## src/design/pc_bus_pkg.sv

```systemverilog
package pc_bus_pkg;

   // AXI4-Lite port widths
   localparam int AXI_ADDR_W = 16;
   localparam int AXI_DATA_W = 32;

   // Local bus address width
   localparam int BUS_ADDR_W = 16;

   // Target storage
   localparam int MEM_DEPTH  = 256;   // Bytes, low 8 address bits
   localparam int IO_REGS    = 16;    // Registers, low 4 address bits
   localparam int VECTOR_REG = 15;    // I/O register returned on INTA

   // 8088 status codes as seen on S2..S0
   typedef enum logic [2:0] {
      STAT_INTA    = 3'b000,
      STAT_IO_RD   = 3'b001,
      STAT_IO_WR   = 3'b010,
      STAT_MEM_RD  = 3'b101,
      STAT_MEM_WR  = 3'b110,
      STAT_PASSIVE = 3'b111
   } bus_status_e;

   // 8288 controller T-states
   typedef enum logic [1:0] {
      CTL_IDLE = 2'b00,
      CTL_T1   = 2'b01,
      CTL_T2   = 2'b10,
      CTL_T3   = 2'b11
   } ctl_state_e;

   typedef enum logic [1:0] {
      RESP_OKAY   = 2'b00,
      RESP_SLVERR = 2'b10
   } axi_resp_e;

endpackage

```

## src/design/axil_bus_bridge.sv

```systemverilog
`timescale 1ns/1ps

module axil_bus_bridge (
   input  logic                                clk,
   input  logic                                rst,
   input  logic [pc_bus_pkg::AXI_ADDR_W-1:0]   awaddr,
   input  logic                                awvalid,
   output logic                                awready,
   input  logic [pc_bus_pkg::AXI_DATA_W-1:0]   wdata,
   input  logic [pc_bus_pkg::AXI_DATA_W/8-1:0] wstrb,   // Ignored for the single byte lane
   input  logic                                wvalid,
   output logic                                wready,
   output pc_bus_pkg::axi_resp_e               bresp,
   output logic                                bvalid,
   input  logic                                bready,
   input  logic [pc_bus_pkg::AXI_ADDR_W-1:0]   araddr,
   input  logic                                arvalid,
   output logic                                arready,
   output logic [pc_bus_pkg::AXI_DATA_W-1:0]   rdata,
   output pc_bus_pkg::axi_resp_e               rresp,
   output logic                                rvalid,
   input  logic                                rready,
   output logic                                req_start,
   output pc_bus_pkg::bus_status_e             req_status,
   output logic [pc_bus_pkg::AXI_ADDR_W-1:0]   req_addr,
   output logic [7:0]                          req_wdata,
   input  logic                                cyc_done,
   input  logic [7:0]                          cyc_rdata
);
   import pc_bus_pkg::*;

   typedef enum logic [1:0] {BR_IDLE, BR_BUSY, BR_RESP} br_state_e;

   br_state_e             state;
   logic                  is_wr;       // Direction of the pending transfer
   logic                  wr_acc;
   logic                  rd_acc;
   logic [AXI_ADDR_W-1:0] acc_addr;
   bus_status_e           dec_status;
   logic                  dec_err;
   axi_resp_e             resp_q;
   logic [7:0]            rdata_q;

   // Write needs both channels at once, so ready follows the pair
   assign awready  = (state == BR_IDLE) && (awvalid == wvalid);
   assign wready   = awready;
   assign arready  = (state == BR_IDLE) && !(awvalid && wvalid);   // Write wins a tie
   assign wr_acc   = awvalid && wvalid && awready;
   assign rd_acc   = arvalid && arready;
   assign acc_addr = wr_acc ? awaddr : araddr;

   // Region from address bits 15:14
   always_comb begin
      dec_status = STAT_PASSIVE;
      dec_err    = 1'b0;
      case (acc_addr[AXI_ADDR_W-1 -: 2])
         2'b00: dec_status = wr_acc ? STAT_MEM_WR : STAT_MEM_RD;
         2'b01: dec_status = wr_acc ? STAT_IO_WR : STAT_IO_RD;
         2'b10: begin
            if (wr_acc) begin
               dec_err = 1'b1;   // INTA space is read only
            end else begin
               dec_status = STAT_INTA;
            end
         end
         default: dec_err = 1'b1;
      endcase
   end

   always_ff @(posedge clk or posedge rst) begin
      if (rst) begin
         state     <= BR_IDLE;
         req_start <= 1'b0;
         is_wr     <= 1'b0;
      end else begin
         req_start <= 1'b0;
         case (state)
            BR_IDLE: begin
               if (wr_acc || rd_acc) begin
                  is_wr <= wr_acc;
                  if (dec_err) begin
                     state <= BR_RESP;   // No bus cycle for a bad access
                  end else begin
                     req_start <= 1'b1;
                     state     <= BR_BUSY;
                  end
               end
            end
            BR_BUSY: begin
               if (cyc_done) begin
                  state <= BR_RESP;
               end
            end
            BR_RESP: begin
               if ((bvalid && bready) || (rvalid && rready)) begin
                  state <= BR_IDLE;
               end
            end
            default: state <= BR_IDLE;
         endcase
      end
   end

   always_ff @(posedge clk) begin
      if (wr_acc || rd_acc) begin
         req_status <= dec_status;
         req_addr   <= acc_addr;
         req_wdata  <= wdata[7:0];
         resp_q     <= dec_err ? RESP_SLVERR : RESP_OKAY;
         rdata_q    <= 8'h00;
      end else if ((state == BR_BUSY) && cyc_done && !is_wr) begin
         rdata_q <= cyc_rdata;
      end
   end

   assign bvalid = (state == BR_RESP) && is_wr;
   assign rvalid = (state == BR_RESP) && !is_wr;
   assign bresp  = resp_q;
   assign rresp  = resp_q;
   assign rdata  = {{(AXI_DATA_W-8){1'b0}}, rdata_q};

   a_one_resp: assert property (@(posedge clk) disable iff (rst) !(bvalid && rvalid))
      else $error("bvalid and rvalid high together");

endmodule

```

## src/design/bus_controller.sv

```systemverilog
`timescale 1ns/1ps

module bus_controller (
   input  logic                    clk,
   input  logic                    rst,
   input  pc_bus_pkg::bus_status_e s_n,
   input  logic                    aen_n,
   output logic                    ale,
   output logic                    dtr,
   output logic                    den,
   output logic                    mrdc_n,
   output logic                    amwc_n,
   output logic                    iorc_n,
   output logic                    aiowc_n,
   output logic                    inta_n
);
   import pc_bus_pkg::*;

   ctl_state_e state;
   ctl_state_e state_nxt;
   logic       mrdc;   // Latched command decode
   logic       amwc;
   logic       iorc;
   logic       aiowc;
   logic       inta;
   logic       activate;
   logic       cmd_phase;
   logic       rd_cycle;
   logic       wr_cycle;

   assign activate  = (s_n != STAT_PASSIVE);
   assign ale       = (state == CTL_IDLE) && !aen_n && activate;   // DMA holds off the cycle
   assign cmd_phase = (state == CTL_T1) || (state == CTL_T2);
   assign rd_cycle  = mrdc || iorc || inta;
   assign wr_cycle  = amwc || aiowc;

   always_comb begin
      case (state)
         CTL_IDLE: state_nxt = ale ? CTL_T1 : CTL_IDLE;
         CTL_T1:   state_nxt = CTL_T2;
         CTL_T2:   state_nxt = CTL_T3;
         default:  state_nxt = CTL_IDLE;
      endcase
   end

   always_ff @(posedge clk or posedge rst) begin
      if (rst) begin
         state <= CTL_IDLE;
      end else begin
         state <= state_nxt;
      end
   end

   // Decode tracks the status while idle and freezes once the cycle runs
   always_ff @(posedge clk or posedge rst) begin
      if (rst) begin
         mrdc  <= 1'b0;
         amwc  <= 1'b0;
         iorc  <= 1'b0;
         aiowc <= 1'b0;
         inta  <= 1'b0;
      end else if (state == CTL_IDLE) begin
         mrdc  <= (s_n == STAT_MEM_RD);
         amwc  <= (s_n == STAT_MEM_WR);
         iorc  <= (s_n == STAT_IO_RD);
         aiowc <= (s_n == STAT_IO_WR);
         inta  <= (s_n == STAT_INTA);
      end
   end

   // Strobes low through T1 and T2
   assign mrdc_n  = !(cmd_phase && mrdc);
   assign amwc_n  = !(cmd_phase && amwc);
   assign iorc_n  = !(cmd_phase && iorc);
   assign aiowc_n = !(cmd_phase && aiowc);
   assign inta_n  = !(cmd_phase && inta);

   // Transceiver control
   assign dtr = !((state != CTL_IDLE) && rd_cycle);
   assign den = ((state == CTL_T2) && rd_cycle) || ((state != CTL_IDLE) && wr_cycle);

   a_one_cmd: assert property (@(posedge clk) disable iff (rst)
      $onehot0({!mrdc_n, !amwc_n, !iorc_n, !aiowc_n, !inta_n}))
      else $error("more than one command strobe active");

endmodule

```

## src/design/bus_cycle_sequencer.sv

```systemverilog
`timescale 1ns/1ps

module bus_cycle_sequencer (
   input  logic                              clk,
   input  logic                              rst,
   input  logic                              req_start,
   input  pc_bus_pkg::bus_status_e           req_status,
   input  logic [pc_bus_pkg::BUS_ADDR_W-1:0] req_addr,
   input  logic [7:0]                        req_wdata,
   output logic                              cyc_done,
   output logic [7:0]                        cyc_rdata,
   output pc_bus_pkg::bus_status_e           s_n,
   output logic [pc_bus_pkg::BUS_ADDR_W-1:0] bus_addr,
   output logic [7:0]                        bus_wdata,
   input  logic                              ale,
   input  logic [7:0]                        bus_rdata
);
   import pc_bus_pkg::*;

   typedef enum logic [1:0] {SEQ_IDLE, SEQ_WAIT, SEQ_RUN, SEQ_DONE} seq_state_e;

   seq_state_e state;
   logic       t2;   // Second strobe state of the cycle

   // Status is held until the controller answers with ALE
   always_ff @(posedge clk or posedge rst) begin
      if (rst) begin
         state <= SEQ_IDLE;
         s_n   <= STAT_PASSIVE;
         t2    <= 1'b0;
      end else begin
         case (state)
            SEQ_IDLE: begin
               if (req_start) begin
                  s_n   <= req_status;
                  state <= SEQ_WAIT;
               end
            end
            SEQ_WAIT: begin
               if (ale) begin
                  s_n   <= STAT_PASSIVE;   // Passive from T1 on
                  t2    <= 1'b0;
                  state <= SEQ_RUN;
               end
            end
            SEQ_RUN: begin
               t2 <= 1'b1;
               if (t2) begin
                  state <= SEQ_DONE;
               end
            end
            default: state <= SEQ_IDLE;   // T3 closes the cycle
         endcase
      end
   end

   always_ff @(posedge clk) begin
      if ((state == SEQ_IDLE) && req_start) begin
         bus_addr  <= req_addr;
         bus_wdata <= req_wdata;
      end
      if ((state == SEQ_RUN) && t2) begin
         cyc_rdata <= bus_rdata;   // Sampled at the end of T2
      end
   end

   assign cyc_done = (state == SEQ_DONE);

   a_idle_passive: assert property (@(posedge clk) disable iff (rst)
      (state == SEQ_IDLE) |-> (s_n == STAT_PASSIVE))
      else $error("status driven while sequencer idle");

endmodule

```

## src/design/local_bus_target.sv

```systemverilog
`timescale 1ns/1ps

module local_bus_target (
   input  logic                              clk,
   input  logic                              rst,
   input  logic                              ale,
   input  logic [pc_bus_pkg::BUS_ADDR_W-1:0] bus_addr,
   input  logic [7:0]                        bus_wdata,
   output logic [7:0]                        bus_rdata,
   input  logic                              den,
   input  logic                              dtr,
   input  logic                              mrdc_n,
   input  logic                              amwc_n,
   input  logic                              iorc_n,
   input  logic                              aiowc_n,
   input  logic                              inta_n
);
   import pc_bus_pkg::*;

   logic [7:0]                   mem [MEM_DEPTH];
   logic [7:0]                   io_regs [IO_REGS];
   logic [BUS_ADDR_W-1:0]        addr_q;   // Address latch, 8282 style
   logic [$clog2(MEM_DEPTH)-1:0] mem_idx;
   logic [$clog2(IO_REGS)-1:0]   io_idx;
   logic                         wr_en;
   logic                         rd_en;
   logic [7:0]                   rd_sel;

   always_ff @(posedge clk) begin
      if (ale) begin
         addr_q <= bus_addr;
      end
   end

   assign mem_idx = addr_q[$clog2(MEM_DEPTH)-1:0];
   assign io_idx  = addr_q[$clog2(IO_REGS)-1:0];
   assign wr_en   = den && dtr;    // Transceiver toward the target
   assign rd_en   = den && !dtr;   // Transceiver toward the processor

   always_ff @(posedge clk) begin
      if (wr_en && !amwc_n) begin
         mem[mem_idx] <= bus_wdata;
      end
   end

   // I/O registers come up cleared
   always_ff @(posedge clk or posedge rst) begin
      if (rst) begin
         for (int i = 0; i < IO_REGS; i++) begin
            io_regs[i] <= 8'h00;
         end
      end else if (wr_en && !aiowc_n) begin
         io_regs[io_idx] <= bus_wdata;
      end
   end

   always_comb begin
      rd_sel = 8'h00;
      if (!mrdc_n) begin
         rd_sel = mem[mem_idx];
      end else if (!iorc_n) begin
         rd_sel = io_regs[io_idx];
      end else if (!inta_n) begin
         rd_sel = io_regs[VECTOR_REG];   // Interrupt vector byte
      end
   end

   assign bus_rdata = rd_en ? rd_sel : 8'h00;

endmodule

```

## src/design/pc_bus_top.sv

```systemverilog
`timescale 1ns/1ps

module pc_bus_top (
   input  logic                                clk,
   input  logic                                rst,
   input  logic                                aen_n,
   input  logic [pc_bus_pkg::AXI_ADDR_W-1:0]   awaddr,
   input  logic                                awvalid,
   output logic                                awready,
   input  logic [pc_bus_pkg::AXI_DATA_W-1:0]   wdata,
   input  logic [pc_bus_pkg::AXI_DATA_W/8-1:0] wstrb,
   input  logic                                wvalid,
   output logic                                wready,
   output pc_bus_pkg::axi_resp_e               bresp,
   output logic                                bvalid,
   input  logic                                bready,
   input  logic [pc_bus_pkg::AXI_ADDR_W-1:0]   araddr,
   input  logic                                arvalid,
   output logic                                arready,
   output logic [pc_bus_pkg::AXI_DATA_W-1:0]   rdata,
   output pc_bus_pkg::axi_resp_e               rresp,
   output logic                                rvalid,
   input  logic                                rready,
   output logic                                ale,
   output logic                                dtr,
   output logic                                den,
   output logic                                mrdc_n,
   output logic                                amwc_n,
   output logic                                iorc_n,
   output logic                                aiowc_n,
   output logic                                inta_n
);
   import pc_bus_pkg::*;

   // Bridge to sequencer
   logic                  req_start;
   bus_status_e           req_status;
   logic [AXI_ADDR_W-1:0] req_addr;
   logic [7:0]            req_wdata;
   logic                  cyc_done;
   logic [7:0]            cyc_rdata;

   // Local bus
   bus_status_e           s_n;
   logic [BUS_ADDR_W-1:0] bus_addr;
   logic [7:0]            bus_wdata;
   logic [7:0]            bus_rdata;

   axil_bus_bridge u_bridge (
      .clk        (clk),
      .rst        (rst),
      .awaddr     (awaddr),
      .awvalid    (awvalid),
      .awready    (awready),
      .wdata      (wdata),
      .wstrb      (wstrb),
      .wvalid     (wvalid),
      .wready     (wready),
      .bresp      (bresp),
      .bvalid     (bvalid),
      .bready     (bready),
      .araddr     (araddr),
      .arvalid    (arvalid),
      .arready    (arready),
      .rdata      (rdata),
      .rresp      (rresp),
      .rvalid     (rvalid),
      .rready     (rready),
      .req_start  (req_start),
      .req_status (req_status),
      .req_addr   (req_addr),
      .req_wdata  (req_wdata),
      .cyc_done   (cyc_done),
      .cyc_rdata  (cyc_rdata)
   );

   bus_cycle_sequencer u_seq (
      .clk        (clk),
      .rst        (rst),
      .req_start  (req_start),
      .req_status (req_status),
      .req_addr   (req_addr),
      .req_wdata  (req_wdata),
      .cyc_done   (cyc_done),
      .cyc_rdata  (cyc_rdata),
      .s_n        (s_n),
      .bus_addr   (bus_addr),
      .bus_wdata  (bus_wdata),
      .ale        (ale),
      .bus_rdata  (bus_rdata)
   );

   bus_controller u_ctl (
      .clk     (clk),
      .rst     (rst),
      .s_n     (s_n),
      .aen_n   (aen_n),
      .ale     (ale),
      .dtr     (dtr),
      .den     (den),
      .mrdc_n  (mrdc_n),
      .amwc_n  (amwc_n),
      .iorc_n  (iorc_n),
      .aiowc_n (aiowc_n),
      .inta_n  (inta_n)
   );

   local_bus_target u_target (
      .clk       (clk),
      .rst       (rst),
      .ale       (ale),
      .bus_addr  (bus_addr),
      .bus_wdata (bus_wdata),
      .bus_rdata (bus_rdata),
      .den       (den),
      .dtr       (dtr),
      .mrdc_n    (mrdc_n),
      .amwc_n    (amwc_n),
      .iorc_n    (iorc_n),
      .aiowc_n   (aiowc_n),
      .inta_n    (inta_n)
   );

endmodule

```

## config.mk

```make
export PLATFORM = sky130hd
export DESIGN_NAME = pc_bus_top
export DESIGN_NICKNAME = d
export VERILOG_FILES = /design/src/design/pc_bus_pkg.sv /design/src/design/axil_bus_bridge.sv /design/src/design/bus_controller.sv /design/src/design/bus_cycle_sequencer.sv /design/src/design/local_bus_target.sv /design/src/design/pc_bus_top.sv
export SDC_FILE = /design/constraint.sdc
export NUM_CORES = 2
export LEC_CHECK = 0
export BUFFER_PORTS_ARGS = -buffer_cell sky130_fd_sc_hd__buf_4
export CAP_MARGIN = 25
export CORE_ASPECT_RATIO = 0.9
export CORE_MARGIN = 8
export CORE_UTILIZATION = 47
export CTS_CLUSTER_SIZE = 24
export DETAILED_ROUTE_END_ITERATION = 16
export GPL_TIMING_DRIVEN = 0
export SLEW_MARGIN = 20
export SYNTH_ARGS = -nofsm -noshare
export SYNTH_HDL_FRONTEND = slang
export SYNTH_SLANG_ARGS = --single-unit
```

## constraint.sdc

```tcl
create_clock -name clk -period 7.3 [get_ports clk]
set_clock_uncertainty 0.1 [all_clocks]
set_input_delay 1.825 -clock clk [delete_from_list [all_inputs] [get_ports clk]]
set_output_delay 1.825 -clock clk [all_outputs]
set_load 0.03 [all_outputs]
```

### Word level (Yosys, flattened, before mapping)

Memory sizes are Yosys's and may differ from the RTL's. A register that Yosys moved wholly into a read port is not among the register bits.
Index checks and enable logic that the tools add are counted.

* magnitude comparators: 2
* equality and inequality tests: 21
* multiplexer cells: 39
* bitwise operators: 1
* reduce and logical (&&, ||, !) cells: 58

Operators with widths (count)
* $bwmux 128: 1
* $mux 8: 7
* $bmux 8 s4: 1
* $demux 8 s4: 1
* $logic_and 1x1->1: 28
* $mux 2: 10
* $pmux 2 s3: 3
* $mux 16: 1
* $eq 2x2->1 const B: 5
* $logic_not 1->1: 9
* $mux 3: 3
* $pmux 3 s3: 1
* $reduce_and 3->1: 3
* $eq 2x1->1 const B: 4
* $logic_not 2->1: 4
* $mux 1: 8
* $ne 2x1->1 const B: 4
* $logic_or 1x1->1: 7
* $eq 3x3->1 const B: 2
* $pmux 3 s2: 1
* $reduce_bool 2->1: 3
* $ge 5x5->1 const B: 1
* $lt 5x1->1 const B: 1
* $not 4->5: 1
* 9 further kinds: 12

* flip-flop bits (word level): 206
* bits in writable memories: 2048
* input bits: 76
* logic and storage cells: 159
* memories: 1

Memory list
* u_target.mem: words 256, bits a word 8, read ports 1, clocked after memory_dff 1, wr ports 1, line local_bus_target.sv:20 `logic [7:0] mem [MEM_DEPTH];`

### Logic depth before layout (Yosys ltp)

* depth after elaboration: 10
* depth in mapped cells: 12

### Modules after synthesis

From an unflattened synthesis, not the netlist that was laid out.

* cell total of the unflattened synthesis: 4422
* area, all modules: 89294.4 µm²

By module, submodules not included
* local_bus_target: times used 1, cells each 4172, area an instance 85683.4 µm²
* axil_bus_bridge: times used 1, cells each 145, area an instance 1895.6 µm²
* bus_cycle_sequencer: times used 1, cells each 65, area an instance 1321.3 µm²
* bus_controller: times used 1, cells each 40, area an instance 394.1 µm²

### Least setup slack after synthesis

OpenSTA, ideal clock, no wires.

* path type: input to output
* from: input port awvalid
* to: output port wready
* data arrival time: 3184 ps
* required time: 5375 ps
* setup slack: 2191 ps
* stages on the path: 3
* path through: ha_1 > nor3_1 > buf_4

* word-level cells in the longest chain between the ends: 2

RTL lines
* start: declaration: line pc_bus_top.sv:8 `input logic awvalid,`
* $eq 1x1->1: line axil_bus_bridge.sv:45 `assign awready = (state == BR_IDLE) && (awvalid == wvalid);`
* $logic_and 1x1->1: line axil_bus_bridge.sv:45
* end: declaration: line pc_bus_top.sv:13 `output logic wready,`

No other way between the ends.

==> flow_results.org <==
** Layout
- Signed area change from the synthesized netlist to the final layout :: 14.4%
- With fillers left out, the area of the finished cells amounts to 102000 um2.
- The net count of the finished layout is 4907.
- In the final layout, the share of cells above drive strength 1 is 0.252.

** Route
- After detailed routing, the average wire length per cell comes to 33.1 um.
- Remaining number of nets flagged by the antenna check after routing :: 0
- Initial detailed-routing violation count :: 6455
- For this run, the detailed router's first-pass iteration total came to 6.
- In the routed design, unresolved DRC markers number 0.
- For this block, the routed nets add up to 249000 um of wire.
- Across all layers, the routed design uses 46600 vias.
- Using the TritonRoute via totals, the vias-per-cell ratio works out to 6.19.

** Setup path
- The worst register-to-register path ends at u_seq.cyc_rdata[5].
- Slack of the worst reg-to-reg path :: 1.48 ns
- STA classifies the critical path startpoint as a flip-flop.
- Data arrives at the worst endpoint at 6.23 ns.
- The number of cells on the worst reg-to-reg path is 10.
- STA classifies the critical path endpoint as a flip-flop.
- The setup path with the least slack is of type flip-flop to flip-flop.
- CP Max Fanout :: 10
- For the worst setup path, the data required time is 7.71 ns.

** Floorplan
- The die covers 203000 um2.
- Total I/O pin count :: 125
- Number of core rows :: 151
- Width of the die :: 474 um
- The initial utilization of the core area, before any placement, comes to 0.472.
- In this run the standard cell core region covers 188000 um2.
- In this run the vertical extent of the chip is 428 um.

** Synthesis
- By area the synthesized netlist is led by edfxtp_1 (71%), mux4_2 (12%), dfrtp_1 (4.0%).
- Summing every instance area after synthesis gives 88800 um2.
- Number of enable flip-flop cells after synthesis :: 2100
- Counting every instance in the synthesized netlist gives 4397.
- The synthesized design spends more area on one cell type than any other, namely edfxtp_1.
- Predominant post-synthesis flop cell :: edfxtp_1
- Of the total synthesized cell area, the portion taken by AND, OR, NAND and NOR gates is 0.0273.
- Async set or reset register ratio after synthesis :: 0.0641
- Fraction of synthesized cell area in xor and xnor cells :: 0.0000987
- Post-synthesis mux area share :: 0.161
- Yosys instantiated no cell more often than edfxtp_1.
- Sorting the synthesized cells by how often they occur yields edfxtp_1 (2100), mux4_2 (456), nor2_1 (291), mux2i_1 (260), dfrtp_1 (142).
- Number of different library cells in the post-synthesis netlist :: 63
- Share of the yosys chip area belonging to registers :: 0.755
- After synthesis the netlist holds a flip-flop and latch count of 2261.
- Of the total synthesized cell area, the portion taken by full adders, half adders and majority gates is 0.000987.
- Share of Yosys cell area claimed by the top area cell type :: 0.710
- Averaged over all synthesized cells, the footprint is 20.2 um2.
- Combinational family with the most area after synthesis :: multiplexers
- The compound-gate portion of the synthesized area came to 0.0351.
- During synthesis, Yosys emitted a total of 0 warnings.

** Clocking
- Number of buffers added by the clock tree synthesis step :: 222
- The later pin in the worst-skew pair is clocked with a latency of 0.86 ns.
- The H-tree was split into 4 levels.
- The clock passes through at most 3 buffers.
- Hold repair after CTS inserted 0 buffers.
- Master cell of the clock root buffer :: clkbuf_16
- CTS tree :: built
- After clock tree synthesis, the setup repair step added 0 buffers.
- In this run, post-CTS repair resized a total of 0 instances.
- After clock tree synthesis, the clock-pin slew on the worst setup and hold paths is 0.06 ns.
- Counting every sink on the clock net gives 2261.

** Power
- After layout, the design draws a total of 32.4 mW.
- In this run the static leakage power is 33.4 nW.
- Peak ir drop on the vdd network :: 0.271 mV
- In this run the power density over the cells is 319 nW/um2.

** Global routing
- Global-route wire length before repair :: 350000 um
- All-layer global routing usage :: 0.242
- Largest net degree at the start of global routing :: 83
- Sum of overflow across all layers after global routing :: 0
- The number of global-route vias before repair was 45700.
- Antenna violations before repair :: 5

** STA
- Final Cycle Share :: 0.798
- In this run the tightest slew margin relative to its limit is 0.258.
- Least-Margin Pin Slew :: 1.11 ns
- Final-report setup violation count :: 0
- Minimum clock period :: 5.82 ns
- Final max-slew violation count :: 0
- Total count of hold-check failures in the final report :: 0
- Setup repair after global routing left no endpoint under its margin.
- Based on the critical path, the design can be clocked at up to 0.172 GHz.

** Flow run
- Max-cap viol count :: 0

** Placement
- Detailed placer's ending HPWL :: 176000 um
- Final estimated routing congestion in global placement :: 0.961
- In this run the cell area measured after placement is 94600 um2.
- Port buffering added 58 buffers.

** Worst hold path
- Hold EP :: u_seq.bus_wdata[0]
- The startpoint identified for the worst hold timing path is u_bridge.req_wdata[0].
- The path class of the tightest hold or removal check is flip-flop to flip-flop.
- The worst hold path passes through 0 cells.

** Status
- Outcome :: complete, no violations
## per-layer routing
| metal | GRT usage | vias up | share of wire |
|---|---|---|---|
| met1 | 0.361 | 24700 | 0.42 |
| li1 | - | 18900 | - |
| met5 | 0 | - | 0.000048 |
| met2 | 0.354 | 2533 | 0.44 |
| met4 | 0.0654 | 2 | 0.031 |
| met3 | 0.0655 | 389 | 0.11 |
## registers in the layout (all words and copies together), names as in the netlist, 2 cells and up, named ones only
signal / flops
u_bridge.rdata_q: 8
u_bridge.req_addr: 8
u_bridge.req_status: 3
u_bridge.req_wdata: 8
u_bridge.state: 2
u_ctl.state: 2
u_seq.bus_addr: 8
u_seq.bus_wdata: 8
u_seq.cyc_rdata: 8
u_seq.s_n: 3
u_seq.state: 2
u_target.addr_q: 8
u_target.io_regs: 128
u_target.mem: 2048
## cell families after synthesis
| logic type | after synthesis |
|---|---|
| AO/OA/AOI/OAI | 422 |
| buffers and inverters | 312 |
| XOR/XNOR | 1 |
| multiplexers | 844 |
| flip-flops | 2261 |
| other | 1 |
| adder cells (fa/ha/maj) | 7 |
| AND/OR/NAND/NOR | 549 |
## per-stage QoR
step                      hold WS, ns  setup WS [ns]  setup TNS, ns  utilization  instances
after detailed placement        0.305           1.65              0        0.503       7122
after global routing            0.323           1.38              0        0.540       7527
final                           0.314           1.48              0        0.540       7533
after CTS                       0.317           1.66              0        0.540       7525
after floorplan                 0.300           1.49              0            -       4422
after global placement          0.304          -1.74       -2627.62        0.492       7004
## how the worst max path moves through the flow
stage,startpoint,endpoint,cells after the start
5_1_grt,u_ctl.state[1],u_target.mem[168][3],10
3_3_place_gp,u_seq.bus_wdata[1],u_target.mem[252][1],0
6_report,flip-flop,u_seq.cyc_rdata[5],10
4_1_cts,u_ctl.state[1],u_target.mem[170][7],10
3_5_place_dp,u_ctl.state[1],u_target.mem[72][1],10
2_1_floorplan,rst,u_bridge.is_wr,1
## layout by cell type (no fill, tap or decap), types with 26 or more instances in the layout
cell	Yosys	routed
a211oi_1	29	29
a221oi_1	111	111
a22o_1	30	30
buf_2	51	51
buf_4	79	140
buf_6	34	38
buf_8	0	87
clkbuf_1	116	166
clkbuf_16	0	222
clkinv_1	1	39
clkinv_2	0	36
conb_1	1	26
dfrtp_1	142	142
edfxtp_1	2100	2100
mux2_2	128	128
mux2i_1	260	259
mux4_2	456	456
nand2_1	115	115
nor2_1	291	291
nor2b_1	37	37
o21ai_0	103	103
o22ai_1	33	33
## critical path, cell delays in order (launching register included)
cell	delay, ns
dfxtp_1	0.52
buf_4	0.34
buf_6	0.23
buf_6	0.31
buf_6	0.29
clkbuf_1	0.82
clkbuf_1	0.74
o21ai_0	0.32
a41oi_1	0.54
nor4_2	0.23
a2111oi_1	0.98
## report_power, final
group	switching, mW	leakage [nW]	total (mW)	internal [mW]
clock network	4.94	3.36	11.0	6.08
logic	4.33	9.01	6.79	2.46
registers	0.131	21.0	14.6	14.5
total	9.40	33.4	32.4	23.1
## layout make-up
type,count,area [um2]
diodes,6,15.0
plain buffers,295,1750
clock buffers,296,5890
clock inverters,107,1060
fillers,14500,86400
inverters,17,71.3
multi-input cells,1849,20100
flip-flops and latches,2261,67000
well taps,2524,3160
repair buffers,178,2500
Power figures use the tool's default switching activity.
